==> config.mk <==
export PLATFORM = sky130hd
export DESIGN_NAME = spmm
export DESIGN_NICKNAME = d
export VERILOG_FILES = /design/src/design/gat_pkg.sv /design/src/design/spmm.sv
export SDC_FILE = /design/constraint.sdc
export NUM_CORES = 1
export LEC_CHECK = 0
export BUFFER_PORTS_ARGS = -buffer_cell sky130_fd_sc_hd__buf_2
export CAP_MARGIN = 20
export CORE_AREA = 2 2 242 244
export DETAILED_ROUTE_END_ITERATION = 10
export DIE_AREA = 0 0 244 246
export PLACE_DENSITY = 0.73
export SLEW_MARGIN = 5
export SYNTH_ARGS = -nofsm -noshare
export SYNTH_HDL_FRONTEND = slang
export SYNTH_SLANG_ARGS = --single-unit
==> constraint.sdc <==
create_clock -name clk -period 6.27 [get_ports clk]
set_input_delay 0 -clock clk [delete_from_list [all_inputs] [get_ports clk]]
set_output_delay 0 -clock clk [all_outputs]
set_load 0.05 [all_outputs]
==> src/design/gat_pkg.sv <==
package gat_pkg;

  // Layer sizes
  localparam int NUM_FEAT_IN  = 16;
  localparam int NUM_FEAT_OUT = 4;
  localparam int MAX_NODES    = 4;

  // Element widths
  localparam int DATA_W     = 8;
  localparam int COL_W      = 4;
  localparam int WGT_ADDR_W = 7;
  localparam int WH_W       = 20;
  localparam int COEF_W     = 32;
  localparam int FEAT_W     = 32;
  localparam int NODE_W     = 2;
  localparam int FIDX_W     = $clog2(NUM_FEAT_OUT);

  // Weight store map: W row-major, then a_src, then a_nbr
  localparam int A_SRC_BASE = NUM_FEAT_IN * NUM_FEAT_OUT;
  localparam int A_NBR_BASE = A_SRC_BASE + NUM_FEAT_OUT;
  localparam int WGT_END    = A_NBR_BASE + NUM_FEAT_OUT;

  typedef logic signed [DATA_W-1:0] data_t;
  typedef logic [COL_W-1:0]         col_t;
  typedef logic [WGT_ADDR_W-1:0]    wgt_addr_t;
  typedef logic signed [WH_W-1:0]   wh_t;
  typedef logic signed [COEF_W-1:0] coef_t;
  typedef logic signed [FEAT_W-1:0] feat_t;
  typedef logic [NODE_W-1:0]        node_t;

  // One WH row, elements keep the signed wh_t type
  typedef wh_t [NUM_FEAT_OUT-1:0] wh_row_t;

  typedef enum logic [1:0] {
    AGGR_IDLE,
    AGGR_MAC,
    AGGR_EMIT
  } aggr_state_e;

endpackage

==> src/design/spmm.sv <==
`timescale 1ns/1ns

module spmm
  import gat_pkg::*;
(
  input  logic    clk,
  input  logic    rst_n,
  input  logic    w_rdy_i,
  input  data_t   w_row_i [NUM_FEAT_IN][NUM_FEAT_OUT],
  input  logic    h_vld_i,
  input  col_t    h_col_i,
  input  data_t   h_val_i,
  input  logic    h_row_last_i,
  input  logic    h_graph_last_i,
  output logic    wh_vld_o,
  output wh_row_t wh_row_o,
  output node_t   wh_node_o,
  output logic    wh_graph_last_o
);

  logic    accept;
  logic    row_done;
  wh_row_t acc_q;
  wh_row_t sum;
  node_t   node_q;

  // Nonzeros are dropped until the weights are in
  assign accept   = h_vld_i && w_rdy_i;
  assign row_done = accept && h_row_last_i;

  // One nonzero times the selected W row, all outputs in parallel
  always_comb begin
    for (int k = 0; k < NUM_FEAT_OUT; k++) begin
      sum[k] = $signed(acc_q[k]) + h_val_i * w_row_i[h_col_i][k];
    end
  end

  always_ff @(posedge clk or negedge rst_n) begin
    if (!rst_n) begin
      acc_q           <= '0;
      node_q          <= '0;
      wh_vld_o        <= 1'b0;
      wh_node_o       <= '0;
      wh_graph_last_o <= 1'b0;
    end else begin
      wh_vld_o <= row_done;
      if (row_done) begin
        acc_q           <= '0;
        wh_node_o       <= node_q;
        wh_graph_last_o <= h_graph_last_i;
        // Node index restarts with the next subgraph
        if (h_graph_last_i) begin
          node_q <= '0;
        end else begin
          node_q <= node_q + 1'b1;
        end
      end else if (accept) begin
        acc_q <= sum;
      end
    end
  end

  always_ff @(posedge clk) begin
    if (row_done) begin
      wh_row_o <= sum;
    end
  end

endmodule

* After elaboration in Yosys (flattened, before gate mapping)
Cells that the tools add are included.
** Word-level totals
- Bits in registers :: 166
- Input bits :: 530
- Output and inout port bits :: 84
- Word-level logic and storage cells :: 32
** Operators by class
- $add $sub $neg :: 5
- Multipliers :: 4
- Magnitude comparators :: 1
- Multiplexer cells :: 6
- Bitwise logic cells :: 1
- Reduce and logical (&&, ||, !) cells :: 3
** Operators by type and width (count)
- two-way mux 80 bit :: 2
- binary-select mux 32 bit (select 4 bit) :: 1
- adder 20 x 16 -> 20 bit :: 4
- multiplier 8 x 8 -> 16 bit :: 4
- two-way mux 32 bit :: 2
- >= comparator 5 bit (second input constant) :: 1
- NOT 4 -> 5 bit :: 1
- adder 2 x 1 -> 2 bit (second input constant) :: 1
- logical AND 1 bit :: 2
- two-way mux 2 bit :: 1
- nonzero test 2 bit :: 1

* Depth between registers and ports, before layout
- Word-level depth :: 8
- Mapped depth :: 24
- Mapped depth without buffers :: 21

* Least setup slack after synthesis
No wires, ideal clock.
- Path kind :: input-to-reg
- Start point :: input port h_col_i[1]
- End point :: register acc_q[39] in the netlist's numbering
- Library setup time :: 0.121 ns
- Arrival time :: 6.197 ns
- Required time :: 6.149 ns
- Path slack :: -0.048 ns
- Cell stages on the path :: 20
- Path buffers :: 2
- Cell sequence :: clkbuf_1 -> buf_1 -> mux4_2 -> mux4_2 -> and2_1 -> inv_2 -> fa_1 -> inv_1 -> fa_1 -> fa_1 -> fa_1 -> fa_1 -> ha_1 -> a21oi_1 -> o21bai_1 -> or2_2 -> a2111oi_0 -> a21oi_1 -> xnor2_1 -> a22o_1
** RTL lines
- start: declaration :: RTL line spmm.sv:11 : input col_t h_col_i,
- end signal: assignment :: RTL line spmm.sv:58 : acc_q <= sum;
- end: declaration :: RTL line spmm.sv:23 : wh_row_t acc_q;

==> run summary <==
DRT antenna net count: 0
Area delta synth->final: 24.9%
Main synth FF type: dfrtp_1
Total global routing overflow: 0
Vias in the first global route: 20800
Most frequent cells after synthesis: 366 x inv_1, 352 x fa_1, 184 x ha_1
H-tree depth: 4
Later-pin clock latency in the skew report: 0.47 ns
Fmax: 167 MHz
Root buffer cell: clkbuf_16
Final GP Congestion: 1.06
Clk slew on worst S/H paths: 0.08 ns
HPWL Detailed: 88700 µm
FFs w/ async S/R, synth: 51.8%
Synth cell types: 57
Number of remaining DRC errors: 0
Core area: 57400 µm²
Final setup fails: 0
Detailed Route WL: 100000 µm
Largest net degree at the start of global routing: 82
Post-synth top area cell: fa_1
Register area share after synthesis: 19.3%
RSZ-0062 raised after global routing: no
Slew headroom: 40.0%
Share of cells above drive strength 1: 36.5%
Most common cell in the netlist: inv_1
Area contributors post-synth: fa_1 30%, mux4_2 15%, edfxtp_1 10%, ha_1 9.7%, dfrtp_1 9.1%
Reg area: 4550 µm²
Kind of critical path: primary input to flop
DR pass1 iterations: 5
YS warnings: 0
WP data required: 6.63 ns
Post-DR vias/cell: 5.39
CP Launch Type: primary input
Slew at the pin with the worst max-slew slack: 0.898 ns
Fillcell total: 5066
Syn_area_per_cell: 11.7 µm²
Tmin final: 5.99 ns
First-pass GRT wire length: 145000 µm
PortBufs: 613
R2R cell count: 18
Crit path DAT: 6.35 ns
Post-Syn Area: 23700 µm²
Final TNS setup: 0 ns
Final critical-path share of the clock period: 95.6%
Postcts setup bufs: 0
Wire per inst: 28.1 µm
Final Hold Viols: 0
Initial core utilization: 41.2%
Pins Over Slew Limit: 0
Die Span Y: 246 µm
CTS tree: done
Syn Nets: 3095
Initial antenna violation count: 38
Final nets: 3829
Clock Skew: 0.0129 ns
GRT Overall Usage: 34.3%
Max-Cap Viols: 0
Share of Yosys cell area claimed by the top area cell type: 29.8%
Mapped Cells: 2029
Rows: 88
Vias: 19100
Area of the multi-input gates: 17300 µm²
CP endpoint kind: flop
DRT iter0 DRCs: 1311
Worst hold path type: primary input to async pin
Synthesized flop and latch total: 166
Sink Count: 166
Total CTS buffers: 17
Die Wd: 244 µm
Clock buffer depth: 2
Largest fanout on the critical path: 16
Number of synthesized flops with an enable pin: 80
Outcome: finished clean
Top Ports: 614
DIE AREA: 60000 µm²
metal layers:
metal / vias up / share of wire (%) / global-route usage (%)
li1: 8269 / - / -
met1: 9970 / 39 / 43.3
met2: 744 / 50 / 58.6
met3: 136 / 7.0 / 6.79
met4: 20 / 4.4 / 12.7
met5: - / 0.12 / 0
placed cells by master (no fill, tap or decap), types with 4 or more instances in the layout:
cell type / n
o31ai_1: 4
buf_12: 15
o211ai_1: 6
a21oi_1: 45
and2_1: 144
inv_8: 4
and2_4: 4
o21bai_1: 14
o21ai_0: 43
mux2i_1: 6
buf_2: 610
o21ai_2: 4
a22o_1: 51
buf_4: 168
a21o_1: 21
or2_1: 5
a31oi_1: 4
mux4_2: 156
xor2_1: 26
fa_1: 352
inv_2: 7
edfxtp_1: 80
nand2b_1: 27
o21a_1: 14
diode_2: 13
nor2_1: 50
dfrtp_1: 86
mux2_2: 7
xnor2_1: 58
ha_1: 184
nand2_1: 128
inv_6: 5
nand3_1: 9
inv_1: 365
a211oi_1: 4
clkbuf_16: 17
worst paths after layout:
path                                        from               endpoint  slack (ns)
max                                   h_col_i[0]  acc_q[39]$_DFFE_PN0P_        0.28
min                                        rst_n  acc_q[19]$_DFFE_PN0P_        0.12
max reg2reg                acc_q[26]$_DFFE_PN0P_  acc_q[39]$_DFFE_PN0P_        1.15
min reg2reg                 acc_q[5]$_DFFE_PN0P_   acc_q[5]$_DFFE_PN0P_        0.48
max in group asynchronous                  rst_n  acc_q[59]$_DFFE_PN0P_        4.99
min in group clk                         w_rdy_i  node_q[0]$_DFFE_PN0P_        0.14
metrics by stage:
step / instance area (µm²) / utilization [%] / std cells / worst slack [ns] / hold WS (ns)
floorplan: 23700 / - / 2029 / 0.0693 / -0.296
global placement: 28900 / 50.3 / 3506 / -0.142 / 0.0394
detailed placement: 28900 / 50.3 / 3506 / -0.245 / 0.0332
CTS: 29500 / 51.4 / 3540 / 0.244 / 0.130
global route: 29500 / 51.5 / 3546 / 0.0129 / 0.174
finish: 29500 / 51.5 / 3554 / 0.277 / 0.119
logic make-up after synthesis:
group	share of synthesized area, %
buffers and inverters	7.55
flip-flops	19.3
XOR/XNOR	3.11
multiplexers	15.4
AND/OR/NAND/NOR	8.27
adder cells (fa/ha/maj)	39.5
AO/OA/AOI/OAI	6.85
flip-flops by register name (all words and copies together) (netlist names):
signal	flops
acc_q	80
node_q	2
wh_graph_last_o	1
wh_node_o	2
wh_row_o	80
wh_vld_o	1
critical path: stages:
cell and delay, ns:
buf_8 0.13, buf_4 0.23, buf_12 0.20, mux4_2 0.58, mux2_2 0.31, o21ai_2 0.32
buf_4 0.25, nor2_1 0.07, fa_1 0.56, inv_1 0.05, fa_1 0.50, inv_1 0.05
fa_1 0.50, fa_1 0.43, ha_1 0.29, ha_1 0.32, nand3_1 0.12, o22ai_1 0.10
o21a_1 0.19, a2111oi_0 0.45, buf_4 0.20, a21oi_1 0.09, xnor2_1 0.15, a22o_1 0.21
what timing repair did:
action / CTS / global route
hold buffers: 2 / 0
hold endpoints to repair: 44 / 0
endpoints found under the setup margin: 0 / 2
resized for setup: 0 / 1
layout make-up:
type	instances	area share, %
repair buffers	798	15.9
inverters	373	4.74
well taps	765	3.24
clock inverters	14	0.517
clock buffers	18	1.45
flip-flops and latches	166	15.4
multi-input cells	1407	58.7
diodes	13	0.110
Power is left out: the tool's default activity adds up to more than one toggle a clock period on the data nets, which glitch-free logic cannot reach.
