## config.mk

```make
export PLATFORM = sky130hd
export DESIGN_NAME = coef_fifo
export DESIGN_NICKNAME = d
export VERILOG_FILES = /design/src/design/gat_pkg.sv /design/src/design/coef_fifo.sv
export SDC_FILE = /design/constraint.sdc
export NUM_CORES = 1
export LEC_CHECK = 0
export ABC_AREA = 1
export BUFFER_PORTS_ARGS = -buffer_cell sky130_fd_sc_hd__buf_4
export CELL_PAD_IN_SITES_DETAIL_PLACEMENT = 1
export CELL_PAD_IN_SITES_GLOBAL_PLACEMENT = 2
export CORE_ASPECT_RATIO = 1.1
export CORE_MARGIN = 4
export CORE_UTILIZATION = 39
export DETAILED_ROUTE_END_ITERATION = 10
export PLACE_DENSITY_LB_ADDON = 0.12
export SYNTH_ARGS = -nofsm -noshare
export SYNTH_HDL_FRONTEND = slang
export SYNTH_SLANG_ARGS = --single-unit
```

## constraint.sdc

```tcl
create_clock -name clk -period 2.3 [get_ports clk]
set_input_delay 0.46 -clock clk [delete_from_list [all_inputs] [get_ports clk]]
set_output_delay 0.46 -clock clk [all_outputs]
set_load 0.01 [all_outputs]
```

## src/design/gat_pkg.sv

```systemverilog
package gat_pkg;

  // Layer sizes
  localparam int NUM_FEAT_IN  = 16;
  localparam int NUM_FEAT_OUT = 4;
  localparam int MAX_NODES    = 4;

  // Element widths
  localparam int DATA_W     = 8;
  localparam int COL_W      = 4;
  localparam int WGT_ADDR_W = 7;
  localparam int WH_W       = 20;
  localparam int COEF_W     = 32;
  localparam int FEAT_W     = 32;
  localparam int NODE_W     = 2;
  localparam int FIDX_W     = $clog2(NUM_FEAT_OUT);

  // Weight store map: W row-major, then a_src, then a_nbr
  localparam int A_SRC_BASE = NUM_FEAT_IN * NUM_FEAT_OUT;
  localparam int A_NBR_BASE = A_SRC_BASE + NUM_FEAT_OUT;
  localparam int WGT_END    = A_NBR_BASE + NUM_FEAT_OUT;

  typedef logic signed [DATA_W-1:0] data_t;
  typedef logic [COL_W-1:0]         col_t;
  typedef logic [WGT_ADDR_W-1:0]    wgt_addr_t;
  typedef logic signed [WH_W-1:0]   wh_t;
  typedef logic signed [COEF_W-1:0] coef_t;
  typedef logic signed [FEAT_W-1:0] feat_t;
  typedef logic [NODE_W-1:0]        node_t;

  // One WH row, elements keep the signed wh_t type
  typedef wh_t [NUM_FEAT_OUT-1:0] wh_row_t;

  typedef enum logic [1:0] {
    AGGR_IDLE,
    AGGR_MAC,
    AGGR_EMIT
  } aggr_state_e;

endpackage

```

## src/design/coef_fifo.sv

```systemverilog
`timescale 1ns/1ns

module coef_fifo
  import gat_pkg::*;
#(
  parameter int DEPTH = 4
) (
  input  logic  clk,
  input  logic  rst_n,
  input  logic  wr_i,
  input  coef_t din_i,
  input  logic  rd_i,
  output coef_t dout_o,
  output logic  empty_o
);

  localparam int PTR_W = $clog2(DEPTH);
  localparam int CNT_W = $clog2(DEPTH + 1);

  coef_t            mem [DEPTH];
  logic [PTR_W-1:0] wr_ptr;
  logic [PTR_W-1:0] rd_ptr;
  logic [CNT_W-1:0] count;
  logic             do_rd;

  assign empty_o = (count == '0);
  assign do_rd   = rd_i && !empty_o;
  // Fall-through read
  assign dout_o  = mem[rd_ptr];

  always_ff @(posedge clk) begin
    if (wr_i) begin
      mem[wr_ptr] <= din_i;
    end
  end

  always_ff @(posedge clk or negedge rst_n) begin
    if (!rst_n) begin
      wr_ptr <= '0;
      rd_ptr <= '0;
      count  <= '0;
    end else begin
      if (wr_i) begin
        wr_ptr <= (wr_ptr == PTR_W'(DEPTH - 1)) ? '0 : wr_ptr + 1'b1;
      end
      if (do_rd) begin
        rd_ptr <= (rd_ptr == PTR_W'(DEPTH - 1)) ? '0 : rd_ptr + 1'b1;
      end
      if (wr_i && !do_rd) begin
        count <= count + 1'b1;
      end else if (do_rd && !wr_i) begin
        count <= count - 1'b1;
      end
    end
  end

endmodule

```

Word-level counts from Yosys, hierarchy flattened
Memories as Yosys holds them, arrays and structs flattened.
Index checks and enable logic that the tools add are counted.

storage, ports and cells
  bits in registers = 7
  bits in writable memories = 128
  output and inout bits = 33
  logic and storage cells = 24
  memories = 1

operators by class
  $add $sub $neg = 4
  equality and inequality tests = 2
  mux-type cells = 6
  reduce and logical (&&, ||, !) cells = 8

memory list
  memory  depth  width  read ports  clocked after Yosys merged registers in  write ports  line             source
  mem     4      32     1           0                                        1            coef_fifo.sv:20  coef_t mem [DEPTH];

operators with widths
  operator               number
  $mux W3                2
  $add A2 B1 Y2 const B  2
  $eq A2 B2 Y1 const B   2
  $mux W2                2
  $add A3 B1 Y3 const B  1
  $logic_and A1 B1 Y1    3
  $logic_not A1 Y1       3
  $logic_not A3 Y1       1
  $sub A3 B1 Y3 const B  1
  $mux W1                2
  $reduce_bool A2 Y1     1

Longest topological paths before layout
  depth after elaboration = 6
  mapped depth = 11
  gate-level depth less buffers = 11

Worst setup path before layout
No wires, ideal clock.

  kind = register to register
  start = register wr_ptr[0]
  end = memory mem[2][0] in the netlist's numbering, enable pin
  data arrival time = 1.294 ns
  data required time = 1.913 ns
  path slack = 0.620 ns
  cell stages (with the launch flop) = 5
  clock period less this slack = 1.680 ns
  cell sequence = dfrtp_1 > inv_1 > ha_1 > nand2_1 > inv_1

RTL lines
  element                 line             source
  start, declared         coef_fifo.sv:21  logic [PTR_W-1:0] wr_ptr;
  start signal, assigned  coef_fifo.sv:44  wr_ptr <= (wr_ptr == PTR_W'(DEPTH - 1)) ? '0 : wr_ptr + 1'b1;
  end, declared           coef_fifo.sv:20

No word-level cell before the write port.

Final worst setup path
  start = register rd_ptr[0]
  end = output port dout_o[4]

between the ends
  word-level cells in the longest chain between the ends = 1

RTL lines
  element                 line             source
  start, declared         coef_fifo.sv:22  logic [PTR_W-1:0] rd_ptr;
  start signal, assigned  coef_fifo.sv:47  rd_ptr <= (rd_ptr == PTR_W'(DEPTH - 1)) ? '0 : rd_ptr + 1'b1;
  $mem_v2 Z4 W32          --
  end, declared           coef_fifo.sv:13  output coef_t dout_o,

Every way passes these cells.

==> metrics <==
status=finished clean; main flop type after synthesis=edfxtp_1; initial antenna violation count=0; XOR/XNOR Fraction of Synth Area=0.160%; crit path cell chain=buf_4, o211ai_1, nand2_1, buf_4; post-synthesis cell count=~430; Synth Area in Compound Gates=8.97%; Avg Inst Size Synth=12.8 um^2; dominant cell type by area after synthesis=edfxtp_1; GPL Wtd Cong=0.668; clk buf depth=2; pin count of the biggest net entering global routing=35; final hold vios=0; most used cell, CP=buf_4; critical path's largest stage delay=about 0.57 ns; Worst Hold End=mem[3][19]; reg2reg path depth=10; worst reg2reg path endpoint=count[2]; CTS tree=built; number of synthesized register bits=135; drt first-iter violations=118; Lkg Pwr=2.76 nW; post-synthesis simple-gate area fraction=8.49%; r2r startpoint=count[0]; Worst Path Class, Setup=reg2out; Max Fclk=452 MHz; worst-skew pair later-pin latency=0.42 ns; Starting Density=between 30 and 40%; Cell Rows=45; port bufs=68; Worst-path clk slew=0.06 ns; synthesized area=0.00547 mm^2; vias in the first global route=between 3000 and 4000; TNS Setup=0 ns; PD cells=1290 mW/mm^2; Total Power=8.83 mW; final setup fails=0; Slew headroom=70.7%; core area=0.0138 mm^2; top post-synthesis cells by area=edfxtp_1 70%, o211ai_1 8.8%, nand2_1 7.9%; largest vdd supply drop=0.487 mV; layout cell share with drive strength beyond 1=22.2%; largest family of logic cells by synthesized area=compound AO/OA/AOI/OAI gates; measured slew at the worst slew-check pin=0.440 ns; Pre-Repair DR Iteration Count=4; Syn-to-layout area delta=25.5%; top cells by count, synth=128 x edfxtp_1, 115 x nand2_1, 75 x inv_1; Hold WS=roughly 0.24 ns; Remaining DRCs=0; root buffer cell=clkbuf_16; ys async rst share=approximately 5.2%; post-synth top area share=70.3%; total CTS buffers=17; flop2flop setup slack=0.49 ns; Buffers & Inverters on Critical Path=2; antenna cells=0; Post-CTS Resized=0; die area=0.0160 mm^2; sequential fraction of the synthesis area=approximately 74%; minimum clock period=2.21 ns; Hold Crit Start=din_i[19]; first-pass GRT wire length=between 15 and 20 mm; Routed WL=about 12 mm; CTS H-tree lvls=4; worst hold-check path type=in2reg; crit-path max FO=16; Die X=121 um; Critical Path RT=1.84 ns; Max-Cap Viols=0; CTS sink cnt=135; most common cell in the netlist=edfxtp_1; final net count=approximately 550; drt via density=4.80; vias=about 3400; GRT Overall Usage=15.7%; Die Y=132 um; Syn. warnings=0; Adder-Cell Fraction of Synth Area=1.74%; number of synthesized flops with an enable pin=128; GRT Residual Overflow=0; Worst Setup End Kind=output port; CP Launch Type=register; worst path arrival time=~1.8 ns; synth unique cells=16; RSZ-0062 raised after global routing=no; wire length per cell=16.7 um; IO Count=69; post-synthesis mux area share=0%; Post-DP HPWL=7.33 mm; Tcrit/Tclk final=96.1%; slowest cell on the critical path=dfrtp_4; crit-path leading delay family=flip-flops; Clock Skew=0.00668 ns; WHS Path Cells=1; post-synthesis net count=~470; DRT antenna net count=0; final slew viol count=0
through the flow:
stage	util, %	std cells	setup WS [ns]	instance area, um^2
after floorplan	-	428	0.620	5470
after global placement	45.5	675	0.435	6280
after detailed placement	45.5	675	0.351	6280
after CTS	49.8	710	0.0331	6860
after global routing	49.8	710	0.00782	6860
final	49.8	710	0.0889	6860
flip-flops by register name (all words and copies together), names as in the netlist:
register  flops
count         3
mem         128
wr_ptr        2
rd_ptr        2
power by group:
part	internal, mW	switching [mW]
Combinational	1.23	1.76
Clock	1.48	1.01
Sequential	3.17	0.171
layout make-up:
class	count	area [um^2]
Fill cell	1440	6930
Sequential cell	135	4020
Multi-Input combinational cell	196	1060
Timing Repair Buffer	83	704
Clock buffer	17	425
Inverter	76	285
Tap cell	188	235
Clock inverter	15	131
how the worst max path moves through the flow:
stage                     slack, ns  cells past startpoint    endpoint      start
final                          0.09                      4   dout_o[4]  rd_ptr[0]
after floorplan                0.62                      4   mem[2][0]  wr_ptr[0]
after detailed placement       0.35                      5  dout_o[16]  rd_ptr[0]
after global placement         0.43                      5  dout_o[16]  rd_ptr[0]
after CTS                      0.03                      4   dout_o[4]  rd_ptr[0]
after global routing          0.008                      4   dout_o[4]  rd_ptr[0]
cell families (layout without fill, tap and decap cells):
logic type	count (synthesis)	after routing
AO/OA/AOI/OAI	66	66
XOR/XNOR	1	1
adder cells (fa/ha/maj)	7	7
buffers and inverters	97	191
flip-flops	135	135
AND/OR/NAND/NOR	122	122
placed cells by master (no fill, tap or decap), drive strengths merged:
master,instances
buf,82
edfxtp,128
bufinv,1
nand3,3
dlygate4sd3,1
nand2,115
nor2,3
xnor2,1
nand4,1
o211ai,64
clkinvlp,5
fa,1
dfrtp,7
inv,74
ha,6
clkinv,11
o21ai,2
clkbuf,17
what timing repair did:
item                                   in CTS  in global routing
pin swaps                                   0                  1
buffers inserted                            2                  0
hold buffers                                1                  0
setup endpoints to repair                  14                  1
cloned                                      0                  0
endpoints found under the hold margin       7                  0
worst reg2reg max path, cell delays in order (launching register included):
cell	delay, ns
dfrtp_1	0.42
nor2_1	0.12
nand2_1	0.12
nand2_1	0.13
ha_1	0.18
inv_1	0.07
fa_1	0.39
nand2_1	0.10
nand3_1	0.07
nand2_1	0.06
nand2_1	0.05
layer usage:
layer  vias up  global-route usage (%)  share of wire [%]
li1       1635                       -                  -
met1      1689                    18.4                 42
met2        68                    27.2                 52
met3        18                    4.51                4.4
met4         0                    5.86                1.6
met5         -                       0                  0
No activity file was read; power rests on OpenSTA's default activity.
