<file path="src/design/gat_pkg.sv">
package gat_pkg;

  // Layer sizes
  localparam int NUM_FEAT_IN  = 16;
  localparam int NUM_FEAT_OUT = 4;
  localparam int MAX_NODES    = 4;

  // Element widths
  localparam int DATA_W     = 8;
  localparam int COL_W      = 4;
  localparam int WGT_ADDR_W = 7;
  localparam int WH_W       = 20;
  localparam int COEF_W     = 32;
  localparam int FEAT_W     = 32;
  localparam int NODE_W     = 2;
  localparam int FIDX_W     = $clog2(NUM_FEAT_OUT);

  // Weight store map: W row-major, then a_src, then a_nbr
  localparam int A_SRC_BASE = NUM_FEAT_IN * NUM_FEAT_OUT;
  localparam int A_NBR_BASE = A_SRC_BASE + NUM_FEAT_OUT;
  localparam int WGT_END    = A_NBR_BASE + NUM_FEAT_OUT;

  typedef logic signed [DATA_W-1:0] data_t;
  typedef logic [COL_W-1:0]         col_t;
  typedef logic [WGT_ADDR_W-1:0]    wgt_addr_t;
  typedef logic signed [WH_W-1:0]   wh_t;
  typedef logic signed [COEF_W-1:0] coef_t;
  typedef logic signed [FEAT_W-1:0] feat_t;
  typedef logic [NODE_W-1:0]        node_t;

  // One WH row, elements keep the signed wh_t type
  typedef wh_t [NUM_FEAT_OUT-1:0] wh_row_t;

  typedef enum logic [1:0] {
    AGGR_IDLE,
    AGGR_MAC,
    AGGR_EMIT
  } aggr_state_e;

endpackage

</file>
<file path="src/design/dmvm.sv">
`timescale 1ns/1ns

module dmvm
  import gat_pkg::*;
(
  input  logic    clk,
  input  logic    rst_n,
  input  data_t   a_src_i [NUM_FEAT_OUT],
  input  data_t   a_nbr_i [NUM_FEAT_OUT],
  input  logic    wh_vld_i,
  input  wh_row_t wh_row_i,
  input  node_t   wh_node_i,
  input  logic    wh_graph_last_i,
  output logic    coef_wr_o,
  output coef_t   coef_o,
  output logic    graph_done_o
);

  coef_t src_dot;
  coef_t nbr_dot;
  coef_t target_q;
  coef_t target;
  logic  is_target;
  logic  last_q;

  always_comb begin
    src_dot = '0;
    nbr_dot = '0;
    for (int k = 0; k < NUM_FEAT_OUT; k++) begin
      src_dot = src_dot + a_src_i[k] * $signed(wh_row_i[k]);
      nbr_dot = nbr_dot + a_nbr_i[k] * $signed(wh_row_i[k]);
    end
  end

  // The target's own term is not registered yet when node 0 arrives
  assign is_target = (wh_node_i == '0);
  assign target    = is_target ? src_dot : target_q;

  always_ff @(posedge clk or negedge rst_n) begin
    if (!rst_n) begin
      coef_wr_o    <= 1'b0;
      last_q       <= 1'b0;
      graph_done_o <= 1'b0;
    end else begin
      coef_wr_o    <= wh_vld_i;
      last_q       <= wh_vld_i && wh_graph_last_i;
      graph_done_o <= last_q;
    end
  end

  always_ff @(posedge clk) begin
    if (wh_vld_i) begin
      coef_o <= target + nbr_dot;
      if (is_target) begin
        target_q <= src_dot;
      end
    end
  end

endmodule

</file>
<file path="config.mk">
export PLATFORM = sky130hd
export DESIGN_NAME = dmvm
export DESIGN_NICKNAME = d
export VERILOG_FILES = /design/src/design/gat_pkg.sv /design/src/design/dmvm.sv
export SDC_FILE = /design/constraint.sdc
export NUM_CORES = 2
export LEC_CHECK = 0
export BUFFER_PORTS_ARGS = -buffer_cell sky130_fd_sc_hd__buf_2
export CORE_ASPECT_RATIO = 0.6
export CORE_MARGIN = 4
export CORE_UTILIZATION = 65
export CTS_CLUSTER_SIZE = 20
export DETAILED_ROUTE_END_ITERATION = 10
export PLACE_DENSITY = 0.83
export SLEW_MARGIN = 25
export SYNTH_ARGS = -nofsm -noshare
export SYNTH_HDL_FRONTEND = slang
export SYNTH_SLANG_ARGS = --single-unit
</file>
<file path="constraint.sdc">
create_clock -name clk -period 11.7 [get_ports clk]
set_input_delay 1.17 -clock clk [delete_from_list [all_inputs] [get_ports clk]]
set_output_delay 1.17 -clock clk [all_outputs]
set_load 0.02 [all_outputs]
</file>
Yosys cells after proc, flatten, opt, wreduce, memory -nomap -nowiden
Index checks and enable logic that the tools add are counted.
- flip-flop bits (word level): 67
- input bits: 150
- logic and storage cells: 23
- add/subtract/negate cells: 7
- multipliers: 8
- multiplexer cells: 1
- reductions and logical operators: 2
- operators with widths (kind ; count):
    multiplier 8 x 20 -> 28 bit ; 8
    adder 30 x 28 -> 31 bit ; 2
    adder 29 x 28 -> 30 bit ; 2
    adder 28 x 28 -> 29 bit ; 2
    adder 32 x 31 -> 32 bit ; 1
    2-to-1 mux 32 bit ; 1
    zero test 2 bit ; 1
    logical AND 1 bit ; 1

Logic depth before layout (Yosys ltp)
- word-level depth: 6
- depth in mapped cells: 51

Least setup slack after synthesis
OpenSTA, ideal clock, no wires.
- kind: input port to flip-flop
- start point: in wh_row_i[9] (netlist bit)
- end point: reg coef_o[31], data pin
- library setup time: 0.260 ns
- arrival time: 13.901 ns
- required time: 11.440 ns
- slack: -2.462 ns
- stages: 49
- buffers on the path: 1
- path through: clkbuf_1 -> nand2_1 -> fa_1 -> inv_1 -> fa_1 -> inv_1 -> fa_1 -> fa_1 -> inv_1 -> fa_1 -> fa_1 -> fa_1 -> inv_1 -> fa_1 -> inv_1 -> ha_1 -> a21o_1 -> a211o_1 -> [13 not listed] -> fa_1 -> inv_1 -> fa_1 -> inv_1 -> fa_1 -> inv_1 -> fa_1 -> inv_1 -> ha_1 -> a21o_1 -> a21oi_1 -> o21ai_0 -> a221oi_1 -> o21ai_1 -> a211o_1 -> a21oi_1 -> xnor2_1 -> xnor2_1
- longest elaborated chain between the ends: 6
- ends and longest elaborated chain (what ; line ; text):
    start, declared ; dmvm.sv:11 ; input wh_row_t wh_row_i,
    multiplier 8 x 20 -> 28 bit ; dmvm.sv:30 ; src_dot = src_dot + a_src_i[k] * $signed(wh_row_i[k]);
    adder 28 x 28 -> 29 bit ; dmvm.sv:30 ;
    adder 29 x 28 -> 30 bit ; dmvm.sv:30 ;
    adder 30 x 28 -> 31 bit ; dmvm.sv:30 ;
    2-to-1 mux 32 bit ; -- ;
    net target[18] ; dmvm.sv:22 ; coef_t target;
    adder 32 x 31 -> 32 bit ; dmvm.sv:53 ; coef_o <= target + nbr_dot;
    end signal, assigned ; dmvm.sv:53 ;
    end, declared ; dmvm.sv:15 ; output coef_t coef_o,
The timed path passes the listed nets, and every way through them passes these cells.
A chain may end at the register's enable or synchronous reset.

Worst setup path after layout
- start point: in a_src_i[0] (netlist bit)
- end point: reg coef_o[29], data pin
- longest elaborated chain between the ends: 4
- ends and longest elaborated chain (what ; line ; text):
    start, declared ; dmvm.sv:8 ; input data_t a_src_i [NUM_FEAT_OUT],
    multiplier 8 x 20 -> 28 bit ; dmvm.sv:30 ;
    adder 30 x 28 -> 31 bit ; dmvm.sv:30 ;
    2-to-1 mux 32 bit ; -- ;
    net target[18] ; dmvm.sv:22 ;
    adder 32 x 31 -> 32 bit ; dmvm.sv:53 ;
The timed path passes the listed nets, and every way through them passes these cells.

==> impl_metrics.json <==
{
  "layout_min_cycle_time_ns": 13.90,
  "cts.sinks": 67,
  "grt_usage_pct": 37.08,
  "gp_congestion": 0.9611,
  "min_path_type": "register to register",
  "synth_top_area_share_pct": 58.46,
  "dp_hpwl_um": 122700,
  "clockBufferDepth": 2,
  "cts.hold.buffers_added": 0,
  "drive_gt1_share_pct": 16.60,
  "slowest_delay_ns": 0.58,
  "endpoint_kind": "register",
  "dr.pass1.iters": 5,
  "fin_crit_sh_pct": 118.8,
  "post-route-drc-count": 0,
  "async_flop_share_pct": 4.478,
  "initial_core_util_pct": 65.81,
  "ctsRootBufferMaster": "clkbuf_16",
  "die_w_um": 361.1,
  "layout.area.seq_um2": 1997,
  "postSynthAreaPerCell_um2": 9.509,
  "netlist_instances": 5114,
  "io_pins": 184,
  "clkTransAtPathRegs_ns": 0.06,
  "relSlewSlack_pct": 49.43,
  "worstPathArrival_ns": 14.01,
  "yosys_warnings": 0,
  "maxCapViolations": 0,
  "rsz0062_at_grt": "true",
  "grt_antenna_before_repair": 6,
  "postRouteAntennaNets": 0,
  "rows": 77,
  "cp_max_fo": 18,
  "synth_nets": 6943,
  "htreeDepth": 3,
  "critical_path_class": "input pin to register",
  "dieArea_um2": 79400,
  "netlist_top_cells_count": "inv_1, fa_1, nand2_1",
  "finalWirelength_um": 140200,
  "fill_cells": 4866,
  "violations": "setup timing",
  "synth_area_um2": 48630,
  "skew_ns": 0.01462,
  "die_h_um": 219.9,
  "synth_edf_count": 64,
  "synthTopCellsByArea": "fa_1, inv_1, ha_1",
  "synth-seq-cells": 67,
  "tightest_slew_ns": 0.7586,
  "setup_ws_ns": -2.198,
  "critical_path_required_ns": 11.81,
  "syn_to_final_growth_pct": 15.57,
  "status": "finished, violations left",
  "grt_pass1_vias": 40560,
  "start_kind": "input pin",
  "routedWlPerCell_um": 21.21,
  "yosysMostFrequentCell": "inv_1",
  "cts_buffers": 9,
  "crit_slowest_cell": "fa_2",
  "nNetsFinal": 7439,
  "portBuffers": 183,
  "clk-insertion-delay-late_ns": 0.37,
  "dp.cells": 6531,
  "hold_viol_final": 0,
  "final_cell_count_no_fill": 6608,
  "grt_overflow": 0,
  "ys_types": 52,
  "ys_seq_area_share_pct": 4.107,
  "grt_max_degree": 45,
  "drt-vias-per-instance": 5.470,
  "fmax_mhz": 71.95,
  "crit_top_cell": "fa_1",
  "slew_viol_final": 0,
  "grt_pass1_wl_um": 222300,
  "multi_input_area_um2": 41270,
  "first_iter_violations": 3212,
  "synth_largest_area_cell": "fa_1",
  "pre_cts_ws_ns": -2.765,
  "core_area_um2": 73890,
  "fin_tns_setup_ns": -34.52,
  "cts_tree": "done",
  "dr_total_vias": 36150,
  "synth-main-ff-cell": "edfxtp_1",
  "setup_viol": 24
}
==> final cells by class <==
class | instances | area share [%]
multi-input combinational | 3330 | 73.44
timing repair buffer | 700 | 10.25
inverter | 1502 | 10.04
sequential | 67 | 3.553
tap | 987 | 2.197
clock buffer | 14 | 0.4698
antenna | 6 | 0.02672
clock inverter | 2 | 0.02226
==> state kept, by name (all words and copies together), names as in the netlist <==
name and cells:
coef_o 32, coef_wr_o 1, graph_done_o 1, last_q 1, target_q 32
==> per-stage QoR <==
stage	area (um^2)	hold slack (ns)	utilization, %
after floorplan	49370	0.3312	-
after global placement	54040	0.3349	73.13
after detailed placement	54040	0.3455	73.13
after CTS	55550	0.3588	75.18
after global routing	56190	0.3640	76.04
final	56200	0.3522	76.05
==> cell usage in the layout (no fill, tap or decap), types with 11 or more instances in the layout <==
cell / n
and2_1: 369
and2_4: 28
buf_6: 85
xnor2_1: 47
xor2_1: 16
a21oi_2: 17
nand3_1: 12
inv_1: 1472
nor2_1: 33
buf_2: 113
o21ai_0: 22
fa_2: 32
nand2_2: 12
fa_1: 1388
o21a_1: 11
buf_4: 456
ha_4: 23
buf_12: 26
a21o_1: 24
ha_1: 235
nand2_1: 762
clkbuf_16: 11
edfxtp_1: 64
o21bai_1: 11
a21oi_1: 15
nand2b_1: 116
nor2b_1: 28
inv_2: 28
==> layer usage <==
layer | global-route usage (%) | wire [um]
met4 | 19.69 | 9077
met5 | 0 | 13
met1 | 49.47 | 51160
met3 | 8.564 | 15040
met2 | 57.70 | 64900
==> repair_timing <==
item	4_1_cts	5_1_grt
setup endpoints to repair	25	26
cloned	0	2
pin swaps	115	107
gates resized for setup	258	127
setup buffers	39	18
==> worst paths after layout <==
| path | start | endpoint | slack, ns | cells past startpoint |
|---|---|---|---|---|
| min | last_q | graph_done_o | 0.35 | 0 |
| max reg2reg | target_q[5] | coef_o[31] | 3.89 | 27 |
| min reg2reg | last_q | graph_done_o | 0.35 | 0 |
| max in group asynchronous | rst_n | graph_done_o | 11.01 | 1 |
| min in group asynchronous | rst_n | last_q | 0.59 | 1 |
| max | a_src_i[0] | coef_o[29] | -2.20 | 51 |
==> logic make-up (layout without fill, tap and decap cells) <==
| family | after synthesis | in the layout | synth area share (%) |
|---|---|---|---|
| xor+xnor | 72 | 72 | 1.297 |
| buf+inv | 1717 | 2218 | 13.26 |
| other cells | 0 | 6 | 0 |
| flops | 67 | 67 | 4.107 |
| fa+ha+maj | 1679 | 1679 | 65.12 |
| simple gates | 1407 | 1407 | 13.85 |
| compound gates | 163 | 163 | 2.179 |
| mux | 9 | 9 | 0.1878 |
==> worst max-delay path, delay by kind of cell <==
family / cells / cell delay [ns]
adder cells (fa/ha/maj): 18 / 8.31
AO/OA/AOI/OAI: 10 / 2.40
buffers and inverters: 15 / 1.05
AND/OR/NAND/NOR: 7 / 0.93
XOR/XNOR: 1 / 0.11
Power is left out: the tool's default activity adds up to more than one toggle a clock period on the data nets, which glitch-free logic cannot reach.
