--- src/design/gat_pkg.sv ---
package gat_pkg;

  // Layer sizes
  localparam int NUM_FEAT_IN  = 16;
  localparam int NUM_FEAT_OUT = 4;
  localparam int MAX_NODES    = 4;

  // Element widths
  localparam int DATA_W     = 8;
  localparam int COL_W      = 4;
  localparam int WGT_ADDR_W = 7;
  localparam int WH_W       = 20;
  localparam int COEF_W     = 32;
  localparam int FEAT_W     = 32;
  localparam int NODE_W     = 2;
  localparam int FIDX_W     = $clog2(NUM_FEAT_OUT);

  // Weight store map: W row-major, then a_src, then a_nbr
  localparam int A_SRC_BASE = NUM_FEAT_IN * NUM_FEAT_OUT;
  localparam int A_NBR_BASE = A_SRC_BASE + NUM_FEAT_OUT;
  localparam int WGT_END    = A_NBR_BASE + NUM_FEAT_OUT;

  typedef logic signed [DATA_W-1:0] data_t;
  typedef logic [COL_W-1:0]         col_t;
  typedef logic [WGT_ADDR_W-1:0]    wgt_addr_t;
  typedef logic signed [WH_W-1:0]   wh_t;
  typedef logic signed [COEF_W-1:0] coef_t;
  typedef logic signed [FEAT_W-1:0] feat_t;
  typedef logic [NODE_W-1:0]        node_t;

  // One WH row, elements keep the signed wh_t type
  typedef wh_t [NUM_FEAT_OUT-1:0] wh_row_t;

  typedef enum logic [1:0] {
    AGGR_IDLE,
    AGGR_MAC,
    AGGR_EMIT
  } aggr_state_e;

endpackage

--- src/design/aggregator.sv ---
`timescale 1ns/1ns

module aggregator
  import gat_pkg::*;
(
  input  logic              clk,
  input  logic              rst_n,
  input  logic              wh_vld_i,
  input  wh_row_t           wh_row_i,
  input  node_t             wh_node_i,
  input  logic              graph_done_i,
  input  coef_t             coef_i,
  input  logic              coef_empty_i,
  output logic              coef_rd_o,
  output logic              feat_vld_o,
  output logic [FIDX_W-1:0] feat_idx_o,
  output feat_t             feat_data_o,
  output logic              gat_ready_o
);

  aggr_state_e       state_q;
  wh_row_t           wh_mem [MAX_NODES];
  feat_t             acc_q [NUM_FEAT_OUT];
  node_t             last_node_q;
  node_t             mac_node_q;
  logic [FIDX_W-1:0] emit_idx_q;
  logic              start;

  assign start = (state_q == AGGR_IDLE) && graph_done_i;

  // WH rows of the current subgraph, by node index
  always_ff @(posedge clk) begin
    if (wh_vld_i) begin
      wh_mem[wh_node_i] <= wh_row_i;
    end
  end

  assign coef_rd_o   = (state_q == AGGR_MAC) && !coef_empty_i;
  assign feat_vld_o  = (state_q == AGGR_EMIT);
  assign feat_idx_o  = emit_idx_q;
  assign feat_data_o = acc_q[emit_idx_q];
  assign gat_ready_o = feat_vld_o && (emit_idx_q == FIDX_W'(NUM_FEAT_OUT - 1));

  always_ff @(posedge clk or negedge rst_n) begin
    if (!rst_n) begin
      state_q     <= AGGR_IDLE;
      last_node_q <= '0;
      mac_node_q  <= '0;
      emit_idx_q  <= '0;
    end else begin
      // Last row seen gives the node count
      if (wh_vld_i) begin
        last_node_q <= wh_node_i;
      end
      case (state_q)
        AGGR_IDLE: begin
          if (start) begin
            state_q    <= AGGR_MAC;
            mac_node_q <= '0;
          end
        end
        AGGR_MAC: begin
          if (coef_rd_o) begin
            mac_node_q <= mac_node_q + 1'b1;
            if (mac_node_q == last_node_q) begin
              state_q    <= AGGR_EMIT;
              emit_idx_q <= '0;
            end
          end
        end
        AGGR_EMIT: begin
          emit_idx_q <= emit_idx_q + 1'b1;
          if (gat_ready_o) begin
            state_q <= AGGR_IDLE;
          end
        end
        default: state_q <= AGGR_IDLE;
      endcase
    end
  end

  // One node per MAC cycle, products wrap in FEAT_W
  always_ff @(posedge clk) begin
    for (int k = 0; k < NUM_FEAT_OUT; k++) begin
      if (start) begin
        acc_q[k] <= '0;
      end else if (coef_rd_o) begin
        acc_q[k] <= acc_q[k] + coef_i * $signed(wh_mem[mac_node_q][k]);
      end
    end
  end

endmodule

--- config.mk ---
export PLATFORM = sky130hd
export DESIGN_NAME = aggregator
export DESIGN_NICKNAME = d
export VERILOG_FILES = /design/src/design/gat_pkg.sv /design/src/design/aggregator.sv
export SDC_FILE = /design/constraint.sdc
export NUM_CORES = 2
export LEC_CHECK = 0
export BUFFER_PORTS_ARGS = -buffer_cell sky130_fd_sc_hd__buf_2
export CAP_MARGIN = 20
export CELL_PAD_IN_SITES_DETAIL_PLACEMENT = 1
export CELL_PAD_IN_SITES_GLOBAL_PLACEMENT = 1
export CORE_MARGIN = 3
export CORE_UTILIZATION = 30
export CTS_CLUSTER_SIZE = 12
export DETAILED_ROUTE_END_ITERATION = 10
export PLACE_DENSITY_LB_ADDON = 0.15
export SLEW_MARGIN = 5
export SYNTH_ARGS = -nofsm -noshare
export SYNTH_HDL_FRONTEND = slang
export SYNTH_SLANG_ARGS = --single-unit
--- constraint.sdc ---
create_clock -name clk -period 8.4 [get_ports clk]
set_input_delay 0.42 -clock clk [delete_from_list [all_inputs] [get_ports clk]]
set_output_delay 0.42 -clock clk [all_outputs]
set_load 0.005 [all_outputs]
* Word-level counts from Yosys, hierarchy flattened
Memories as Yosys holds them, arrays and structs flattened. Cells that the tools add are included.
Cells by class: reductions and logical operators 10, muxes and demuxes 22, bitwise operators 4, multiply operators 4, eq/ne operators 8, $add $sub $neg 6
Operator list (number):
- adder 32 bit | 4
- multiplier 32 x 20 -> 32 bit | 4
- two-way mux 32 bit | 4
- two-way mux 2 bit | 8
- case mux 2 bit (2 select lines) | 2
- two-way mux 1 bit | 7
- case mux 2 bit (3 select lines) | 1
- AND reduction 3 bit | 2
- adder 2 x 1 -> 2 bit, second input constant | 2
- == test 2 bit, second input constant | 2
- inequality test 2 x 1 -> 1 bit, second input constant | 2
- inequality test 2 bit, second input constant | 2
- bitwise OR 1 bit | 4
- AND reduction 4 bit | 1
- nonzero test 2 bit | 2
- logical AND 1 bit | 3
- == test 2 x 1 -> 1 bit, second input constant | 1
- == test 2 bit | 1
- zero test 2 bit | 1
- zero test 1 bit | 1
Word-level totals: register bits 8, bits in writable memories 448, bits of input ports 119, output and inout bits 37, memories 2
Memory list:
- wh_mem | depth 4, bits a word 80, rd ports 1, clocked after memory_dff 0, wr ports 1, line aggregator.sv:22 | wh_row_t wh_mem [MAX_NODES];
- acc_q | depth 4, bits a word 32, rd ports 5, clocked after memory_dff 0, wr ports 4, line aggregator.sv:23 | feat_t acc_q [NUM_FEAT_OUT];

* Depth between registers and ports, before layout
word-level depth 6, depth in mapped cells 32, depth with buffers taken out 26

* Worst setup path after synthesis
No wires, ideal clock.
path kind flip-flop to flip-flop, from register mac_node_q[0], to memory acc_q[3][31] in the netlist's numbering (data pin), setup time 0.266 ns, period minus slack after synthesis 7.949 ns, buffers on the path 5, arrival time 7.683 ns, cell stages (with the launch flop) 31, slack 0.451 ns, cells stage by stage dfrtp_1 buf_6 buf_4 buf_4 mux4_2 clkbuf_1 clkbuf_1 and2_1 fa_1 fa_1 inv_1 fa_1 inv_1 fa_1 inv_1 fa_1 inv_1 fa_1 inv_1 fa_1 inv_1 ha_1 a21o_1 a2111oi_0 a22oi_1 o211ai_1 o21ai_0 a211o_1 o31a_1 xnor2_1 nor2_1
RTL lines:
- from (decl) | line aggregator.sv:25 | node_t mac_node_q;
- from (signal assigned) | line aggregator.sv:64 | mac_node_q <= mac_node_q + 1'b1;
- to (decl) | line aggregator.sv:23

==> results.toml <==
[cells_and_area]
final_layout_size_suffix_gt1_frac = 0.0882
nets = 9998
syn_to_final_growth_pct = 12.2
finalCoreUtilization = 0.339

[placement]
gp_congestion = 0.799
io_buffers = 155
dp_hpwl_mm = 195

[clocking]
cts.clk_slew.worst_paths_ns = 0.07
htreeDepth = 2
clkLatencyLatePin_ns = 0.71
clkSinkCount = 456
cts_root_buf = "clkbuf_16"
numCtsBuffers = 57
cts_buffer_depth = 3
tritoncts = "done"

[floorplanning]
die_h_um = 510
die-area_um2 = 260000
io_pins = 156
initial_core_util = 0.302
die_w_um = 510
num_rows = 184
core_um2 = 252000

[synth]
ys_top_cells_by_count = "inv_1 (2105), fa_1 (1536), nand2_1 (1081)"
syn_inst = 7710
synth_area_leaders = "fa_1 (40%), edfxtp_1 (18%), inv_1 (10%)"
yosysTopAreaCellShare = 0.404
async_flop_share = 0.0175
syn_area_um2 = 76100
synth_top_area_cell = "fa_1"
ys.flop_type = "edfxtp_1"
syn_nets = 9802
yosysSeqAreaShare = 0.179
synth_edf_count = 448
yosysUniqueCellTypes = 65
synth_warnings = 0
synth.most_common_cell = "inv_1"
synth.avg_cell_area_um2 = 9.88
synth-seq-cells = 456

[routing]
top_layer = "met5"
num_vias = 51300
drt_iter0_drc = 2429
wl_met1_mm = 114
wl_met3_mm = 8.10
drc = 0
totalWireLength_mm = 240
wl_per_cell_um = 21.2
first_pass_iters = 5
avgViaCountPerCell = 4.53
drtAntennaViolNets = 0
met2_length_mm = 115

[setup_path]
max_stage_delay_ns = 0.62
cp_common_cell = "fa_1"
slowest_stage = "fa_1"
crit_path_end_kind = "register"
start_kind = "register"
path_class = "register to register"
arrival_ns = 8.52
cp_max_fo = 15
required_ns = 8.84

[global_routing]
antenna_found_initial = 33
grt_overflow_total = 0
grt_pass1_wl_mm = 372
grt_pass1_vias = 58800
track_usage = 0.191
grt_max_degree = 130

[timing]
setup_violations = 0
tightest_slew_ns = 1.04
fin_skew_ns = 0.0487
slew_viol_final = 0
slew_headroom = 0.304
fin_crit_ns = 8.08
hold_viol = 0
max_freq_mhz = 124
period_share = 0.962

[run_status]
status = "complete, no violations"

[hold_path]
min_path_type = "input port to register"

[flow_run]
drv_cap = 0
[through the flow]
stage,instances,worst slack (ns),hold slack [ns],instance area (um2),TNS (ns)
after floorplan,7710,0.451,0.124,76100,0
after global placement,11100,-0.0674,0.298,82300,-0.0919
after detailed placement,11100,-0.127,0.297,82300,-0.265
after CTS,11300,0.00317,0.00482,85000,0
after global routing,11300,-0.0417,0.0107,85400,-0.0978
final,11300,0.319,0.0479,85400,0
[worst paths after layout]
path	cells after the start	from	slack, ns	to
setup / recovery	26	mac_node_q[0]$_DFFE_PN0P_	0.32	acc_q[0][28]$_SDFFCE_PN0P_
hold / removal	1	wh_row_i[64]	0.05	wh_mem[0][64]$_DFFE_PP_
setup reg to reg	26	mac_node_q[0]$_DFFE_PN0P_	0.32	acc_q[0][28]$_SDFFCE_PN0P_
hold reg to reg	2	last_node_q[0]$_DFFE_PN0P_	0.55	last_node_q[0]$_DFFE_PN0P_
max in group asynchronous	2	rst_n	8.04	mac_node_q[0]$_DFFE_PN0P_
min in group asynchronous	2	rst_n	0.13	last_node_q[1]$_DFFE_PN0P_
[worst max-delay path, delay by kind of cell, from the launching register on]
kind            cells  cell delay (ns)
compound gates      7             1.60
xor+xnor            1             0.17
fa+ha+maj           8             3.89
buf+inv             7             0.78
flops               1             0.49
mux                 1             0.60
simple gates        2             0.28
[logic make-up (layout without fill, tap and decap cells)]
logic type | count (synthesis) | in the layout | share of synthesized area
adder cells (fa/ha/maj) | 1973 | 1973 | 0.476
flip-flops | 456 | 456 | 0.179
buffers and inverters | 2502 | 2737 | 0.124
AO/OA/AOI/OAI | 301 | 301 | 0.0260
XOR/XNOR | 248 | 248 | 0.0292
multiplexers | 123 | 123 | 0.0340
AND/OR/NAND/NOR | 2107 | 2107 | 0.131
other | 0 | 13 | 0
[registers in the layout, indices dropped and copies added (netlist names)]
name         count
feat_idx_o       2
mac_node_q       2
last_node_q      2
acc_q          128
state_q          2
wh_mem         320
[routing by layer]
| layer | vias up | track usage |
|---|---|---|
| met5 | - | 0 |
| met4 | 16 | 0.0233 |
| met3 | 127 | 0.0184 |
| met2 | 699 | 0.320 |
| met1 | 27600 | 0.274 |
| li1 | 22900 | - |
[layout make-up]
type	instances	area (um2)
clock inverter	28	330
multi-input combinational	4752	53200
clock buffer	70	1500
antenna	13	32.5
inverter	2105	7900
sequential	456	13700
tap	3348	4190
fill	28600	166000
timing repair buffer	534	4660
[timing repair]
action,4_1_cts,5_1_grt
hold buffers,81,0
gates cloned,0,1
buffers inserted,9,17
hold endpoints to repair,325,0
pin swaps,0,4
gates resized for setup,2,30
endpoints found under the setup margin,5,36
[cell usage in the layout (no fill, tap or decap), types with 5 or more instances in the layout]
cell,instances
inv_1,2105
fa_1,1535
nand2_1,1081
and2_1,744
edfxtp_1,448
ha_1,437
buf_4,252
nor2_1,171
xnor2_1,167
buf_2,139
mux4_2,108
dlygate4sd3_1,81
xor2_1,77
a21oi_1,76
clkbuf_16,59
buf_12,59
a21o_1,54
o21ai_0,52
nor3_1,26
or2_2,23
nand3_1,16
o21a_1,15
diode_2,13
nand2b_1,13
o21bai_1,12
clkbuf_1,12
a211oi_1,11
mux2i_1,9
o211ai_1,8
clkinv_1,8
a31oi_1,7
a211o_1,7
and3_1,7
mux2_2,6
clkinv_2,6
a41oi_1,5
bufinv_16,5
Power is not shown: default switching activity piles up to over one toggle a cycle in this logic, so the estimate is an artifact.
